==> src/ahb_apb_pkg.sv <==
// Widths, AHB codes and payload types for the AHB-Lite to APB bridge
// APB shares HCLK and rst with AHB, single APB slave only
// Byte transfers only, one AHB beat maps to one APB transfer
package ahb_apb_pkg;

  ////////////////////////////////////////
  // Bus widths
  ////////////////////////////////////////

  // AHB side
  localparam int HADDR_W = 32;
  localparam int HDATA_W = 32;

  // APB side, 1 KiB byte space
  localparam int PADDR_W = 10;
  localparam int PDATA_W = 8;

  // Byte lane select within HWDATA/HRDATA
  localparam int LANE_W = 2;

  // Request queue depth, response queue uses 2
  localparam int FIFO_DEPTH = 4;

  ////////////////////////////////////////
  // AHB encodings
  ////////////////////////////////////////

  localparam logic [1:0] HTRANS_IDLE   = 2'b00;
  localparam logic [1:0] HTRANS_BUSY   = 2'b01;
  localparam logic [1:0] HTRANS_NONSEQ = 2'b10;
  localparam logic [1:0] HTRANS_SEQ    = 2'b11;

  // Only legal transfer size
  localparam logic [2:0] HSIZE_BYTE = 3'b000;

  ////////////////////////////////////////
  // Queue payloads
  ////////////////////////////////////////

  // One bridged transfer, AHB to APB
  typedef struct packed {
    logic [PADDR_W-1:0] addr;
    logic               write;
    logic [PDATA_W-1:0] wdata;
    logic [LANE_W-1:0]  lane;
    logic [2:0]         pprot;
  } ahb_req_t;

  // Read completion, APB back to AHB
  typedef struct packed {
    logic [PDATA_W-1:0] rdata;
    logic               slverr;
  } apb_rsp_t;

endpackage

==> src/ahb_apb_bridge.sv <==
// AHB-Lite to APB bridge top, single clock HCLK, sync reset rst
// hburst and hmastlock are accepted but bursts go beat by beat
// Request queue holds 4 transfers, response queue 2
`timescale 1ns/1ps

module ahb_apb_bridge (
  input  logic                            HCLK,
  input  logic                            rst,
  // AHB-Lite slave
  input  logic                            hsel,
  input  logic [ahb_apb_pkg::HADDR_W-1:0]   haddr,
  input  logic                            hwrite,
  input  logic [2:0]                      hsize,
  input  logic [2:0]                      hburst,
  input  logic [3:0]                      hprot,
  input  logic [1:0]                      htrans,
  input  logic                            hmastlock,
  input  logic [ahb_apb_pkg::HDATA_W-1:0]   hwdata,
  input  logic                            hready,
  output logic                            hreadyout,
  output logic                            hresp,
  output logic [ahb_apb_pkg::HDATA_W-1:0]   hrdata,
  // APB master
  output logic                            psel,
  output logic                            penable,
  output logic [ahb_apb_pkg::PADDR_W-1:0]   paddr,
  output logic                            pwrite,
  output logic [ahb_apb_pkg::PDATA_W-1:0]   pwdata,
  output logic [ahb_apb_pkg::PDATA_W/8-1:0] pstrb,
  output logic [2:0]                      pprot,
  input  logic [ahb_apb_pkg::PDATA_W-1:0]   prdata,
  input  logic                            pready,
  input  logic                            pslverr
);

  import ahb_apb_pkg::*;

  // AHB to APB queue
  ahb_req_t req_in, req_out;
  logic     req_push, req_pop, req_full, req_empty;

  // APB to AHB queue
  apb_rsp_t rsp_in, rsp_out;
  logic     rsp_push, rsp_pop, rsp_empty;

  ahb_slave_port u_ahb (
    .HCLK, .rst,
    .hsel, .haddr, .hwrite, .hsize, .hprot, .htrans, .hready, .hwdata,
    .hreadyout, .hresp, .hrdata,
    .req_push (req_push), .req_data (req_in), .req_full (req_full),
    .rsp_pop (rsp_pop), .rsp_data (rsp_out), .rsp_empty (rsp_empty)
  );

  sync_fifo #(.T(ahb_req_t), .DEPTH(FIFO_DEPTH)) u_req_fifo (
    .HCLK, .rst,
    .push (req_push), .push_data (req_in),
    .pop (req_pop), .pop_data (req_out),
    .full (req_full), .empty (req_empty)
  );

  // At most one read outstanding, so full never rises
  sync_fifo #(.T(apb_rsp_t), .DEPTH(2)) u_rsp_fifo (
    .HCLK, .rst,
    .push (rsp_push), .push_data (rsp_in),
    .pop (rsp_pop), .pop_data (rsp_out),
    .full (), .empty (rsp_empty)
  );

  apb_master_seq u_apb (
    .HCLK, .rst,
    .req_pop (req_pop), .req_data (req_out), .req_empty (req_empty),
    .rsp_push (rsp_push), .rsp_data (rsp_in),
    .psel, .penable, .paddr, .pwrite, .pwdata, .pstrb, .pprot,
    .prdata, .pready, .pslverr
  );

endmodule

==> src/ahb_slave_port.sv <==
// AHB-Lite slave side of the bridge, byte transfers only
// Writes are posted, reads stall until the APB response returns
// Read PSLVERR becomes a two-cycle ERROR, write errors are lost
// Assumes hready equals hreadyout during this slave's data phase
`timescale 1ns/1ps

module ahb_slave_port (
  input  logic                          HCLK,
  input  logic                          rst,
  // AHB-Lite slave
  input  logic                          hsel,
  input  logic [ahb_apb_pkg::HADDR_W-1:0] haddr,
  input  logic                          hwrite,
  input  logic [2:0]                    hsize,
  input  logic [3:0]                    hprot,
  input  logic [1:0]                    htrans,
  input  logic                          hready,
  input  logic [ahb_apb_pkg::HDATA_W-1:0] hwdata,
  output logic                          hreadyout,
  output logic                          hresp,
  output logic [ahb_apb_pkg::HDATA_W-1:0] hrdata,
  // Request queue
  output logic                          req_push,
  output ahb_apb_pkg::ahb_req_t         req_data,
  input  logic                          req_full,
  // Response queue
  output logic                          rsp_pop,
  input  ahb_apb_pkg::apb_rsp_t         rsp_data,
  input  logic                          rsp_empty
);

  import ahb_apb_pkg::*;

  // Data phase states, direction is part of the state
  typedef enum logic [2:0] {
    ST_IDLE,
    ST_WRITE,
    ST_READ,
    ST_RWAIT,
    ST_ERR
  } state_t;

  state_t             state;
  state_t             state_nxt;
  logic               accept;
  logic [PADDR_W-1:0] addr_q;
  logic [LANE_W-1:0]  lane_q;
  logic [2:0]         pprot_q;
  logic [PDATA_W-1:0] wbyte;

  ////////////////////////////////////////
  // Address phase
  ////////////////////////////////////////

  // NONSEQ or SEQ with hsel and hready
  assign accept = hsel && hready && (htrans == HTRANS_NONSEQ || htrans == HTRANS_SEQ);

  // Captured address phase, payload only
  always_ff @(posedge HCLK) begin
    if (accept) begin
      addr_q  <= haddr[PADDR_W-1:0];
      lane_q  <= haddr[LANE_W-1:0];
      // Instruction, secure, privileged from HPROT
      pprot_q <= {~hprot[0], 1'b0, hprot[1]};
    end
  end

  ////////////////////////////////////////
  // Data phase FSM
  ////////////////////////////////////////

  always_ff @(posedge HCLK) begin
    if (rst) begin
      state <= ST_IDLE;
    end else begin
      state <= state_nxt;
    end
  end

  always_comb begin
    state_nxt = state;
    if (hready) begin
      // Data phase done, next address phase decides
      if (accept) begin
        state_nxt = hwrite ? ST_WRITE : ST_READ;
      end else begin
        state_nxt = ST_IDLE;
      end
    end else begin
      case (state)
        // Read request queued
        ST_READ:  if (!req_full) state_nxt = ST_RWAIT;
        // First ERROR cycle
        ST_RWAIT: if (!rsp_empty && rsp_data.slverr) state_nxt = ST_ERR;
        default:  state_nxt = state;
      endcase
    end
  end

  // Handshake outputs per state
  always_comb begin
    hreadyout = 1'b1;
    hresp     = 1'b0;
    req_push  = 1'b0;
    rsp_pop   = 1'b0;
    case (state)
      ST_WRITE: begin
        // Back-pressure while request queue full
        hreadyout = !req_full;
        req_push  = !req_full;
      end
      ST_READ: begin
        hreadyout = 1'b0;
        req_push  = !req_full;
      end
      ST_RWAIT: begin
        hreadyout = !rsp_empty && !rsp_data.slverr;
        hresp     = !rsp_empty && rsp_data.slverr;
        rsp_pop   = !rsp_empty && !rsp_data.slverr;
      end
      ST_ERR: begin
        // Second ERROR cycle, response retired here
        hresp   = 1'b1;
        rsp_pop = 1'b1;
      end
      default: begin
        hreadyout = 1'b1;
      end
    endcase
  end

  ////////////////////////////////////////
  // Lane handling
  ////////////////////////////////////////

  // Addressed byte of the write data
  assign wbyte = hwdata[lane_q * PDATA_W +: PDATA_W];

  always_comb begin
    req_data.addr  = addr_q;
    req_data.write = (state == ST_WRITE);
    req_data.wdata = (state == ST_WRITE) ? wbyte : '0;
    req_data.lane  = lane_q;
    req_data.pprot = pprot_q;
  end

  // Read byte placed in its lane, others zero
  assign hrdata = HDATA_W'(rsp_data.rdata) << (lane_q * PDATA_W);

  // Wider transfers are not split by this bridge
  a_byte_only: assert property (@(posedge HCLK) disable iff (rst)
    accept |-> hsize == HSIZE_BYTE)
    else $error("non-byte AHB transfer accepted");

endmodule

==> src/apb_master_seq.sv <==
// APB master sequencer, drains the request queue in order
// One transfer at a time, back-to-back SETUP when more is queued
// Read completions are pushed with PSLVERR, write errors dropped
`timescale 1ns/1ps

module apb_master_seq (
  input  logic                            HCLK,
  input  logic                            rst,
  // Request queue
  output logic                            req_pop,
  input  ahb_apb_pkg::ahb_req_t           req_data,
  input  logic                            req_empty,
  // Response queue
  output logic                            rsp_push,
  output ahb_apb_pkg::apb_rsp_t           rsp_data,
  // APB master
  output logic                            psel,
  output logic                            penable,
  output logic [ahb_apb_pkg::PADDR_W-1:0]   paddr,
  output logic                            pwrite,
  output logic [ahb_apb_pkg::PDATA_W-1:0]   pwdata,
  output logic [ahb_apb_pkg::PDATA_W/8-1:0] pstrb,
  output logic [2:0]                      pprot,
  input  logic [ahb_apb_pkg::PDATA_W-1:0]   prdata,
  input  logic                            pready,
  input  logic                            pslverr
);

  import ahb_apb_pkg::*;

  typedef enum logic [1:0] {
    ST_IDLE,
    ST_SETUP,
    ST_ACCESS
  } state_t;

  state_t   state;
  ahb_req_t req_q;
  logic     load;

  ////////////////////////////////////////
  // Sequencing
  ////////////////////////////////////////

  // Take next request when idle or as current one ends
  assign load    = !req_empty && (state == ST_IDLE || (state == ST_ACCESS && pready));
  assign req_pop = load;

  always_ff @(posedge HCLK) begin
    if (rst) begin
      state <= ST_IDLE;
    end else begin
      case (state)
        ST_IDLE: begin
          if (load) state <= ST_SETUP;
        end
        ST_SETUP: begin
          state <= ST_ACCESS;
        end
        ST_ACCESS: begin
          // Straight to SETUP if another request waits
          if (pready) state <= load ? ST_SETUP : ST_IDLE;
        end
        default: begin
          state <= ST_IDLE;
        end
      endcase
    end
  end

  // Held for the whole transfer
  always_ff @(posedge HCLK) begin
    if (load) begin
      req_q <= req_data;
    end
  end

  ////////////////////////////////////////
  // APB outputs
  ////////////////////////////////////////

  assign psel    = (state != ST_IDLE);
  assign penable = (state == ST_ACCESS);
  assign paddr   = req_q.addr;
  assign pwrite  = req_q.write;
  assign pwdata  = req_q.wdata;
  assign pprot   = req_q.pprot;
  // Strobes low on reads as APB requires
  assign pstrb   = {(PDATA_W/8){req_q.write}};

  // Read completion
  assign rsp_push        = penable && pready && !req_q.write;
  assign rsp_data.rdata  = prdata;
  assign rsp_data.slverr = pslverr;

  // Address and write data frozen through wait states
  a_stable_access: assert property (@(posedge HCLK) disable iff (rst)
    penable && !pready |=> $stable(paddr) && $stable(pwrite) && $stable(pwdata))
    else $error("APB request changed during wait state");

endmodule

==> src/sync_fifo.sv <==
// Single-clock FIFO, payload type set by parameter T
// Push while full and pop while empty are dropped and flagged
// Head is valid whenever empty is low
`timescale 1ns/1ps

module sync_fifo #(
  parameter type T     = logic,
  parameter int  DEPTH = 4
) (
  input  logic HCLK,
  input  logic rst,
  input  logic push,
  input  T     push_data,
  input  logic pop,
  output T     pop_data,
  output logic full,
  output logic empty
);

  // Storage, no reset on payload
  T mem [DEPTH];

  logic [$clog2(DEPTH)-1:0]   wr_ptr;
  logic [$clog2(DEPTH)-1:0]   rd_ptr;
  logic [$clog2(DEPTH+1)-1:0] count;
  logic                       do_push;
  logic                       do_pop;

  // Qualified moves
  assign do_push = push && !full;
  assign do_pop  = pop && !empty;

  assign full     = (count == DEPTH);
  assign empty    = (count == 0);
  assign pop_data = mem[rd_ptr];

  always_ff @(posedge HCLK) begin
    if (do_push) begin
      mem[wr_ptr] <= push_data;
    end
  end

  // Pointers wrap at DEPTH, any depth allowed
  always_ff @(posedge HCLK) begin
    if (rst) begin
      wr_ptr <= '0;
      rd_ptr <= '0;
      count  <= '0;
    end else begin
      if (do_push) begin
        wr_ptr <= (wr_ptr == DEPTH - 1) ? '0 : wr_ptr + 1'b1;
      end
      if (do_pop) begin
        rd_ptr <= (rd_ptr == DEPTH - 1) ? '0 : rd_ptr + 1'b1;
      end
      case ({do_push, do_pop})
        2'b10:   count <= count + 1'b1;
        2'b01:   count <= count - 1'b1;
        default: count <= count;
      endcase
    end
  end

  // Producer side must watch full
  a_no_overflow: assert property (@(posedge HCLK) disable iff (rst) push |-> !full)
    else $error("push while full");

  // Consumer side must watch empty
  a_no_underflow: assert property (@(posedge HCLK) disable iff (rst) pop |-> !empty)
    else $error("pop while empty");

endmodule

==> config.mk <==
export PLATFORM = sky130hd
export DESIGN_NAME = ahb_apb_bridge
export DESIGN_NICKNAME = d
export VERILOG_FILES = /design/src/ahb_apb_pkg.sv /design/src/ahb_apb_bridge.sv /design/src/ahb_slave_port.sv /design/src/apb_master_seq.sv /design/src/sync_fifo.sv
export SDC_FILE = /design/constraint.sdc
export NUM_CORES = 1
export LEC_CHECK = 0
export BUFFER_PORTS_ARGS = -buffer_cell sky130_fd_sc_hd__clkbuf_2
export CAP_MARGIN = 20
export CORE_UTILIZATION = 32
export DETAILED_ROUTE_END_ITERATION = 10
export SYNTH_ARGS = -nofsm -noshare
export SYNTH_HDL_FRONTEND = slang
export SYNTH_SLANG_ARGS = --single-unit
==> constraint.sdc <==
create_clock -name HCLK -period 5.2 [get_ports HCLK]
set_clock_uncertainty 0.15 [all_clocks]
set_input_delay 0.78 -clock HCLK [delete_from_list [all_inputs] [get_ports HCLK]]
set_output_delay 0.78 -clock HCLK [all_outputs]
set_load 0.03 [all_outputs]
# [Yosys cells after proc, flatten, opt, wreduce, memory -nomap -nowiden]
# Memory sizes are Yosys's and may differ from the RTL's. A register that Yosys moved wholly into a read port is not among the register bits.
# Cells that the tools add are included.
[totals] memories=2 ram_bits=110 in_bits=92 regBits=33
[memory_table] name="u_req_fifo.mem" depth=4 width=23 read_ports=1 rd_ports_with_merged_regs=1 write_ports=1 line="sync_fifo.sv:21" text="T mem [DEPTH];"
[memory_table] name="u_rsp_fifo.mem" depth=2 width=9 read_ports=1 rd_ports_with_merged_regs=1 write_ports=1 line="sync_fifo.sv:21"
[classes] bitwise=1 reduce_logical=29 n_shift=2 muxes=27 n_addsub=8 eq_ne=20
[op_table] op="variable part select 32 x 6 -> 8 bit" n=1
[op_table] op="left shift 8 x 5 -> 32 bit" n=1
[op_table] op="equality test 2 bit (second input constant)" n=8
[op_table] op="two-way mux 3 bit" n=4
[op_table] op="case mux 3 bit (2 select lines)" n=2
[op_table] op="logical AND 1 bit" n=11
[op_table] op="two-way mux 1 bit" n=10
[op_table] op="two-way mux 2 bit" n=5
[op_table] op="two-way mux 8 bit" n=1
[op_table] op="adder 2 x 1 -> 2 bit (second input constant)" n=3
[op_table] op="equality test 2 x 1 -> 1 bit (second input constant)" n=3
[op_table] op="equality test 3 x 2 -> 1 bit (second input constant)" n=2
[op_table] op="equality test 3 bit (second input constant)" n=2
[op_table] op="logical NOT 1 bit" n=6
[op_table] op="case mux 2 bit (3 select lines)" n=1
[op_table] op="nonzero test 2 bit" n=3
[op_table] op="logical NOT 2 bit" n=2
[op_table] op="case mux 1 bit (2 select lines)" n=2
[op_table] op="case mux 2 bit (2 select lines)" n=1
[op_table] op="adder 3 x 1 -> 3 bit (second input constant)" n=1
[op_table] op="equality test 3 x 1 -> 1 bit (second input constant)" n=1
[op_table] op="logical NOT 3 bit" n=1
[op_table] op="inequality test 3 x 2 -> 1 bit (second input constant)" n=1
[op_table] op="inequality test 3 bit (second input constant)" n=1
[op_table] op="other kinds (12)" n=14

# [Longest topological paths before layout]
# Gate-level depths: netlist (run 1).
[depth] depth_word=7 ltp_mapped=10

# [Modules after synthesis]
# Synthesis (run 1) repeated with hierarchy kept, for this count alone.
[hier_totals] cells_unflattened=381 area_unflattened_um2=6795.3
[by_module_without_submodules] mod="sync_fifo at u_req_fifo" cells_each=180 n_inst=1 area_each_um2=3957.5
[by_module_without_submodules] mod="ahb_slave_port" cells_each=104 n_inst=1 area_each_um2=1113.6
[by_module_without_submodules] mod="sync_fifo at u_rsp_fifo" cells_each=54 n_inst=1 area_each_um2=870.8
[by_module_without_submodules] mod="apb_master_seq" cells_each=43 n_inst=1 area_each_um2=853.3

# [Least setup slack after synthesis (run 1)]
# Ideal clock, no wire load.
[synth_timing] path_type="input-to-reg" start="input pready" end="register u_req_fifo.count[2]" stages=8 required_ns=4.979 path_slack_ns=1.187 t_arrival_ns=3.792 path_cell_list="nor2b_1 nor3_1 ha_1 inv_1 fa_1 xor2_1 or3_1 a21oi_1"
[synth_between] elab_chain_len=6
[synth_rtl] item="from (decl)" line="ahb_apb_bridge.sv:32" text="input logic pready,"
[synth_rtl] item="logical AND 1 bit (*)" line="apb_master_seq.sv:46" text="assign load = !req_empty && (state == ST_IDLE || (state == ST_ACCESS && pready));"
[synth_rtl] item="logical OR 1 bit (*)" line="apb_master_seq.sv:46"
[synth_rtl] item="logical AND 1 bit (*)" line="apb_master_seq.sv:46"
[synth_rtl] item="named net req_pop" line="ahb_apb_bridge.sv:40" text="logic req_push, req_pop, req_full, req_empty;"
[synth_rtl] item="logical AND 1 bit (*)" line="sync_fifo.sv:31" text="assign do_pop = pop && !empty;"
[synth_rtl] item="equality test 2 x 1 -> 1 bit / equality test 2 bit (equally long branches)" line="sync_fifo.sv:56" text="case ({do_push, do_pop})"
[synth_rtl] item="case mux 3 bit (2 select lines) / nonzero test 2 bit (equally long branches)"
[synth_rtl] item="to (signal assigned)" line="sync_fifo.sv:57" text="2'b10: count <= count + 1'b1;"
[synth_rtl] item="to (signal assigned)" line="sync_fifo.sv:58" text="2'b01: count <= count - 1'b1;"
[synth_rtl] item="to (signal assigned)" line="sync_fifo.sv:59" text="default: count <= count;"
[synth_rtl] item="to (decl)" line="sync_fifo.sv:25" text="logic [$clog2(DEPTH+1)-1:0] count;"
# Mark *: on every way through the listed nets, which the timed path passes. The rest lies on a longest branch.
# A chain may end at the register's enable or synchronous reset.

# [Final worst setup path (run 1)]
[layout_timing] start="register u_ahb.lane_q[0]" end="output hrdata[26] (netlist bit)"
[layout_between] elab_chain_len=1
[layout_rtl] item="from (decl)" line="ahb_slave_port.sv:47" text="logic [LANE_W-1:0] lane_q;"
[layout_rtl] item="from (signal assigned)" line="ahb_slave_port.sv:62" text="lane_q <= haddr[LANE_W-1:0];"
[layout_rtl] item="left shift 8 x 5 -> 32 bit" line="ahb_slave_port.sv:148" text="assign hrdata = HDATA_W'(rsp_data.rdata) << (lane_q * PDATA_W);"
[layout_rtl] item="to (decl)" line="ahb_apb_bridge.sv:22" text="output logic [ahb_apb_pkg::HDATA_W-1:0] hrdata,"
# No other way between the ends.

==> out/qor.csv, run 1 <==
metric,value,unit
finalPower,3700,uW
yosys_warnings,0,
slew_violations,0,
rows,50,
cts_root_buf,clkbuf_16,
boundaryPins,151,
grt_pass1_wl,19000,um
combPwrFrac,0.233,
pre_cts_ws,2.23,ns
yosys_most_used_dff,edfxtp_1,
p_sw_frac,0.316,
synth-edff-count,135,
setup_ws,2.21,ns
crit_fanout,16,
finalCriticalPeriod,2.99,ns
grt_overflow,0,
rsz0062_at_grt,no,
worstSetupPathType,flip-flop to primary output,
pwr-share-seq,0.459,
layout-drive-gt1-share,0.412,
status,"finished, final reports clean",
cts_tree,yes,
num_vias,3429,
cts_buffers,17,
hold_buffers,0,
post_cts_buffers,0,
ys_seq_area_frac,0.715,
cts_resized,0,
placedCellCount,695,
gp_congestion,0.734,
setup_violations,0,
max_freq,0.335,GHz
die_h,141,um
critPathCaptureType,primary output,
tightest_slew,0.868,ns
relSlewSlack,0.422,
die_w,141,um
clk_pin_slew_worst_paths,0.06,ns
startpoint_type,flip-flop,
critPathArrivalTime,2.06,ns
hp-class,flip-flop to flip-flop,
fin_crit_sh,0.574,
die_area,19800,um2
hp-start,u_ahb.addr_q[2]$_DFFE_PN_,
worstPathRequired,4.27,ns
synthCells,354,
ir_drop,0.229,mV
drtIter0Drc,208,
clkSinkCount,152,
ys_ff_latch,152,
wl_met3,755,um
htreeDepth,4,
drtPass1Iterations,4,
wl_per_cell,16.9,um
hold_ws,0.359,ns
drc,0,
insertion_delay,0.42,ns
grt_pass1_vias,3561,
power_switching,1170,uW
power_leakage,0.00275,uW
postSynthAreaPerCell,17.4,um2
drt-met1-wl,5250,um
synthToLayoutAreaGrowth,23.1,%
ant_nets,0,
via_per_inst,4.72,
core_area,18800,um2
place_hpwl,8200,um
synth.distinct_cells,50,
fin_cells,727,
grt_usage,0.132,
grt_max_degree,25,
finalHoldViolations,0,
insertedDiodeCount,0,
layout.nets,580,
routed.top_layer,met4,
internal-power,2530,uW
port_buffers,117,
r2r_start,u_req_fifo.count[2]$_SDFFE_PP0P_,
crit_start,u_ahb.lane_q[0]$_DFFE_PN_,
max_cap_viol_count,0,
syn_nets,454,
antenna_found_initial,1,
start_util,0.327,
syn_area,6140,um2
wl_met2,6200,um
p_per_area,490,nW/um2
clk_path_buf_depth,2,
async_reset_ff_frac,0,
wl,12300,um
finalSetupTns,0,ns
p_clk_frac,0.307,
-- power groups by stage --
| stage | clock network (uW) | registers (uW) | logic [uW] |
|---|---|---|---|
| floorplan | 0 | 1820 | 514 |
| global route | 1220 | 1730 | 934 |
| detailed placement | 0 | 1740 | 875 |
| CTS | 1170 | 1710 | 879 |
| global placement | 0 | 1740 | 832 |
| finish | 1140 | 1700 | 864 |
-- logic make-up (layout without fill, tap and decap cells) --
| family | Yosys count | in the layout | share of synthesized area |
|---|---|---|---|
| DFF | 152 | 152 | 0.715 |
| and+or+nand+nor | 95 | 95 | 0.0806 |
| muxes | 41 | 41 | 0.127 |
| buffers and inverters | 28 | 167 | 0.0216 |
| AOI/OAI and AO/OA | 24 | 24 | 0.0303 |
| adders and majority gates | 8 | 8 | 0.0175 |
| xor gates and xnor gates | 5 | 5 | 0.00713 |
| other | 1 | 1 | 0.000610 |
-- layer usage --
metal,vias up,track usage
li1,1612,-
met1,1701,0.150
met2,109,0.231
met3,7,0.0510
met4,0,0.0429
met5,-,0
-- placed cells by master (no fill, tap or decap), types with 2 or more instances in the layout --
| cell type | instances |
|---|---|
| edfxtp_1 | 135 |
| and2_1 | 4 |
| nor2_1 | 43 |
| nor3_2 | 2 |
| clkinvlp_4 | 3 |
| a31o_2 | 2 |
| o31ai_1 | 4 |
| ha_1 | 7 |
| nor4_1 | 2 |
| a21oi_1 | 7 |
| nand2b_1 | 5 |
| nand3b_1 | 2 |
| clkbuf_2 | 117 |
| a311o_1 | 2 |
| buf_4 | 5 |
| inv_6 | 3 |
| o21ai_0 | 2 |
| mux2i_1 | 9 |
| clkinv_2 | 2 |
| xnor2_1 | 2 |
| inv_1 | 12 |
| inv_8 | 2 |
| or2_2 | 4 |
| mux4_2 | 29 |
| or3_1 | 3 |
| nor3_1 | 3 |
| nand2_1 | 4 |
| nand3_1 | 2 |
| clkbuf_16 | 17 |
| dfxtp_1 | 16 |
| mux2_2 | 2 |
| clkinv_4 | 4 |
| xor2_1 | 3 |
| nand4_1 | 2 |
| nor2b_1 | 11 |
-- registers in the layout, indices dropped and copies added, names as in the netlist, 2 cells and up, named ones only --
register,flops
u_rsp_fifo.mem,18
u_req_fifo.wr_ptr,2
u_ahb.pprot_q,2
u_apb.pwdata,8
u_ahb.addr_q,9
u_rsp_fifo.count,2
u_apb.state,2
u_req_fifo.mem,84
u_apb.paddr,10
u_apb.pprot,2
u_ahb.state,3
u_req_fifo.rd_ptr,2
u_req_fifo.count,3
-- cells in the mapped netlist (2+ instances only) --
library cell | number | share of area
edfxtp_1 | 135 | 0.66
nor2_1 | 43 | 0.026
mux4_2 | 29 | 0.11
dfxtp_1 | 17 | 0.055
inv_1 | 12 | 0.0073
nor2b_1 | 11 | 0.011
mux2i_1 | 9 | 0.015
a21oi_1 | 7 | 0.0057
ha_1 | 7 | 0.014
clkbuf_1 | 5 | 0.0031
nand2b_1 | 5 | 0.0051
and2_1 | 4 | 0.0041
buf_2 | 4 | 0.0033
buf_4 | 4 | 0.0049
nand2_1 | 4 | 0.0024
nor3_1 | 4 | 0.0033
o31ai_1 | 4 | 0.0049
or2_2 | 4 | 0.0041
or3_1 | 3 | 0.0031
xor2_1 | 3 | 0.0043
a311o_1 | 2 | 0.0033
a31o_2 | 2 | 0.0029
buf_1 | 2 | 0.0012
mux2_2 | 2 | 0.0037
nand3_1 | 2 | 0.0016
nand3b_1 | 2 | 0.0024
nand4_1 | 2 | 0.0020
nor4_1 | 2 | 0.0020
o21ai_0 | 2 | 0.0016
xnor2_1 | 2 | 0.0029
-- final timing paths --
kind | to | slack [ns] | cells past startpoint
worst min-delay path | u_req_fifo.mem[2][15]$_DFFE_PP_ | 0.36 | 0
worst max-delay path | hrdata[26] | 2.21 | 3
worst max register to register | u_req_fifo.count[2]$_SDFFE_PP0P_ | 2.64 | 9
worst min register to register | u_req_fifo.mem[2][15]$_DFFE_PP_ | 0.36 | 0
-- per-stage QoR --
stage	util	instance area [um2]
6_report	0.403	7560
5_1_grt	0.403	7560
4_1_cts	0.403	7560
3_5_place_dp	0.373	7010
3_3_place_gp	0.372	6980
2_1_floorplan	-	6140
-- area by class of cell --
| type | instances | area, um2 |
|---|---|---|
| inverters | 12 | 45.0 |
| well taps | 234 | 293 |
| flip-flops and latches | 152 | 4400 |
| multi-input cells | 174 | 1620 |
| clock inverters | 14 | 116 |
| clock buffers | 18 | 439 |
| fillers | 1722 | 11200 |
| repair buffers | 123 | 651 |
-- critical path: stages (launching register included) --
cell and delay, ns:
edfxtp_1 0.87, nand2_1 0.35, nor2_1 0.19, clkbuf_2 0.22
Power figures use the tool's default switching activity.
==> run 2, diff against run 1 <==
Settings changed: ABC_AREA set to 1.
Clock period 5.2 ns to 2.7 ns, I/O delays scaled along.
==> run 2 against run 1 <==
Against the previous run: first-iteration DRC count rose by 12%; sequential cell count stayed put; hold slack got worse by 0.34 ns; total power increased by 110%; sequential share of layout area shrank 2.5 points; largest cell class unchanged; largest power group unchanged; highest routed layer unchanged.
==> out/qor.csv, run 2 <==
metric,value,unit
rrSetupSlack,0.43,ns
startpoint_type,flip-flop,
cts_root_buf,clkbuf_16,
mostFrequentLayoutCell,edfxtp_1,
place_hpwl,8850,um
grt_pass1_vias,4320,
rsz0062_at_grt,no,
cp_slowest_cell,dfxtp_1,
yosys_most_used_dff,edfxtp_1,
clkSinkCount,152,
setup_ws,0.325,ns
max_cap_viol_count,0,
power_leakage,0.00315,uW
placed_cell_area,7170,um2
hp-class,input port to flip-flop,
critPathArrivalTime,1.82,ns
crit_chain,inv_2 > nand2_2 > nand3_1 > o21ai_0 > clkbuf_2,
via_per_inst,4.57,
finalCriticalPeriod,2.37,ns
ys_ff_latch,152,
grt_usage,0.143,
wl,13500,um
relSlewSlack,0.513,
setup_violations,0,
synth-edff-count,135,
critPathCaptureType,primary output,
die_h,142,um
drc,0,
ant_nets,0,
die_area,20100,um2
finalPower,7660,uW
layout_common_cells,"edfxtp_1 (135), nor2_1 (128), clkbuf_2 (117)",
r2r_start,u_ahb.state[2]$_SDFFE_PP0P_,
cts_tree,yes,
synthCells,557,
drtIter0Drc,232,
worstSetupPathType,flip-flop to primary output,
cts_buffers,17,
start_util,0.330,
htreeDepth,4,
pre_cts_ws,0.464,ns
netlist_top_cells_count,"edfxtp_1 (135), nor2_1 (132), nand2_1 (66)",
die_w,142,um
synth_top_cell_by_area,edfxtp_1,
fill_cells,1795,
worst_path_largest_cell_delay,0.54,ns
port_buffers,117,
synth.distinct_cells,31,
power_switching,2420,uW
min_to,u_rsp_fifo.mem[0][1]$_DFFE_PP_,
worstPathRequired,2.14,ns
boundaryPins,151,
grt_max_degree,45,
hp-start,prdata[0],
crit_fanout,10,
yosys_warnings,0,
gp_congestion,0.755,
grt_pass1_wl,21400,um
status,"finished, final reports clean",
largest_reg_flops,84,
postSynthAreaPerCell,11.2,um2
num_vias,4400,
ys_seq_area_frac,0.702,
fin_crit_sh,0.879,
insertion_delay,0.42,ns
ir_drop,0.445,mV
syn_area,6260,um2
max_freq,0.421,GHz
yosysMostFrequentCell,edfxtp_1,
syn_nets,657,
clk_pin_slew_worst_paths,0.06,ns
async_reset_ff_frac,0,
wl_per_cell,14.1,um
finalSetupTns,0,ns
slew_violations,0,
r2r_cells,12,
synth_top_area_share,0.648,
grt_overflow,0,
p_clk_frac,0.332,
core_area,19000,um2
drtPass1Iterations,6,
p_sw_frac,0.316,
worst_hold_path.num_cells,1,
pwr-share-seq,0.421,
synthToLayoutAreaGrowth,26.3,%
largest-register,u_req_fifo.mem,
design_area,7910,um2
p_per_area,969,nW/um2
post_cts_buffers,0,
tightest_slew,0.730,ns
r2r_end,u_req_fifo.count[2]$_SDFFE_PP0P_,
layout-drive-gt1-share,0.253,
insertedDiodeCount,0,
combPwrFrac,0.248,
synthTopCellsByArea,"edfxtp_1 (65%), nor2_1 (7.9%), dfxtp_1 (5.4%), o21ai_0 (5.2%), nand2_1 (4.0%)",
rows,50,
clk_path_buf_depth,2,
antenna_found_initial,0,
finalHoldViolations,0,
internal-power,5240,uW
layout.nets,790,
run 2: cell count changes in the layout (fill, tap and decap cells not counted), moves of 7 or more:
cell,before,now
a21oi_1,7,21
buf_4,5,12
dlygate4sd3_1,0,10
inv_1,12,31
mux2i_1,9,0
mux4_2,29,0
nand2_1,4,66
nor2_1,43,128
nor2b_1,11,0
o21ai_0,2,65
o22ai_1,0,21
run 2: logic make-up after synthesis:
| family | share of synthesized area |
|---|---|
| buffers and inverters | 0.0444 |
| adders and majority gates | 0.0172 |
| and+or+nand+nor | 0.139 |
| AOI/OAI and AO/OA | 0.0954 |
| other | 0.000599 |
| DFF | 0.702 |
| xor gates and xnor gates | 0.00140 |
run 2: how the worst max path moves through the flow:
stage | from | end | slack [ns] | depth (start not counted)
6_report | flip-flop | hresp | 0.33 | 5
2_1_floorplan | pready | u_req_fifo.count[2]$_SDFFE_PP0P_ | 0.29 | 11
5_1_grt | flip-flop | hresp | 0.13 | 5
3_3_place_gp | u_ahb.state[2]$_SDFFE_PP0P_ | u_req_fifo.count[2]$_SDFFE_PP0P_ | 0.46 | 11
4_1_cts | flip-flop | hresp | 0.25 | 5
3_5_place_dp | u_ahb.state[2]$_SDFFE_PP0P_ | u_req_fifo.count[2]$_SDFFE_PP0P_ | 0.46 | 12
run 2: what timing repair did:
item,4_1_cts,5_1_grt
hold endpoints to repair,10,0
hold buffers,10,0
resized for setup,0,0
run 2: layout make-up:
class | instances | area [um2] | share of cell area
Sequential cell | 152 | 4390 | 0.556
Multi-Input combinational cell | 341 | 1600 | 0.202
Timing Repair Buffer | 141 | 816 | 0.103
Clock buffer | 19 | 433 | 0.0548
Tap cell | 260 | 325 | 0.0411
Clock inverter | 13 | 203 | 0.0256
Inverter | 37 | 139 | 0.0176
run 2: worst max-delay path, delay by kind of cell, from the launching register on:
family          cells  cell delay (ns)
flops               1             0.54
buf+inv             2             0.42
compound gates      1             0.25
simple gates        2             0.18
run 2: through the flow:
stage,instances,hold WS (ns),util
5_1_grt,963,0.00578,0.417
4_1_cts,963,0.000687,0.417
2_1_floorplan,557,0.294,-
3_5_place_dp,921,0.331,0.378
6_report,963,0.0225,0.417
3_3_place_gp,921,0.313,0.378
run 2: power groups by stage:
stage,logic [uW],clock network [uW],registers (uW)
floorplan,960,0,3590
global placement,1880,0,3270
detailed placement,1910,0,3270
CTS,1940,2590,3220
global route,2100,2690,3260
finish,1900,2540,3220
run 2: layer usage:
layer,part of all wire,wire length [um],track usage
met4,0.010,142,0.0498
met2,0.48,6520,0.237
met1,0.44,5980,0.176
met3,0.065,884,0.0435
met5,0,0,0
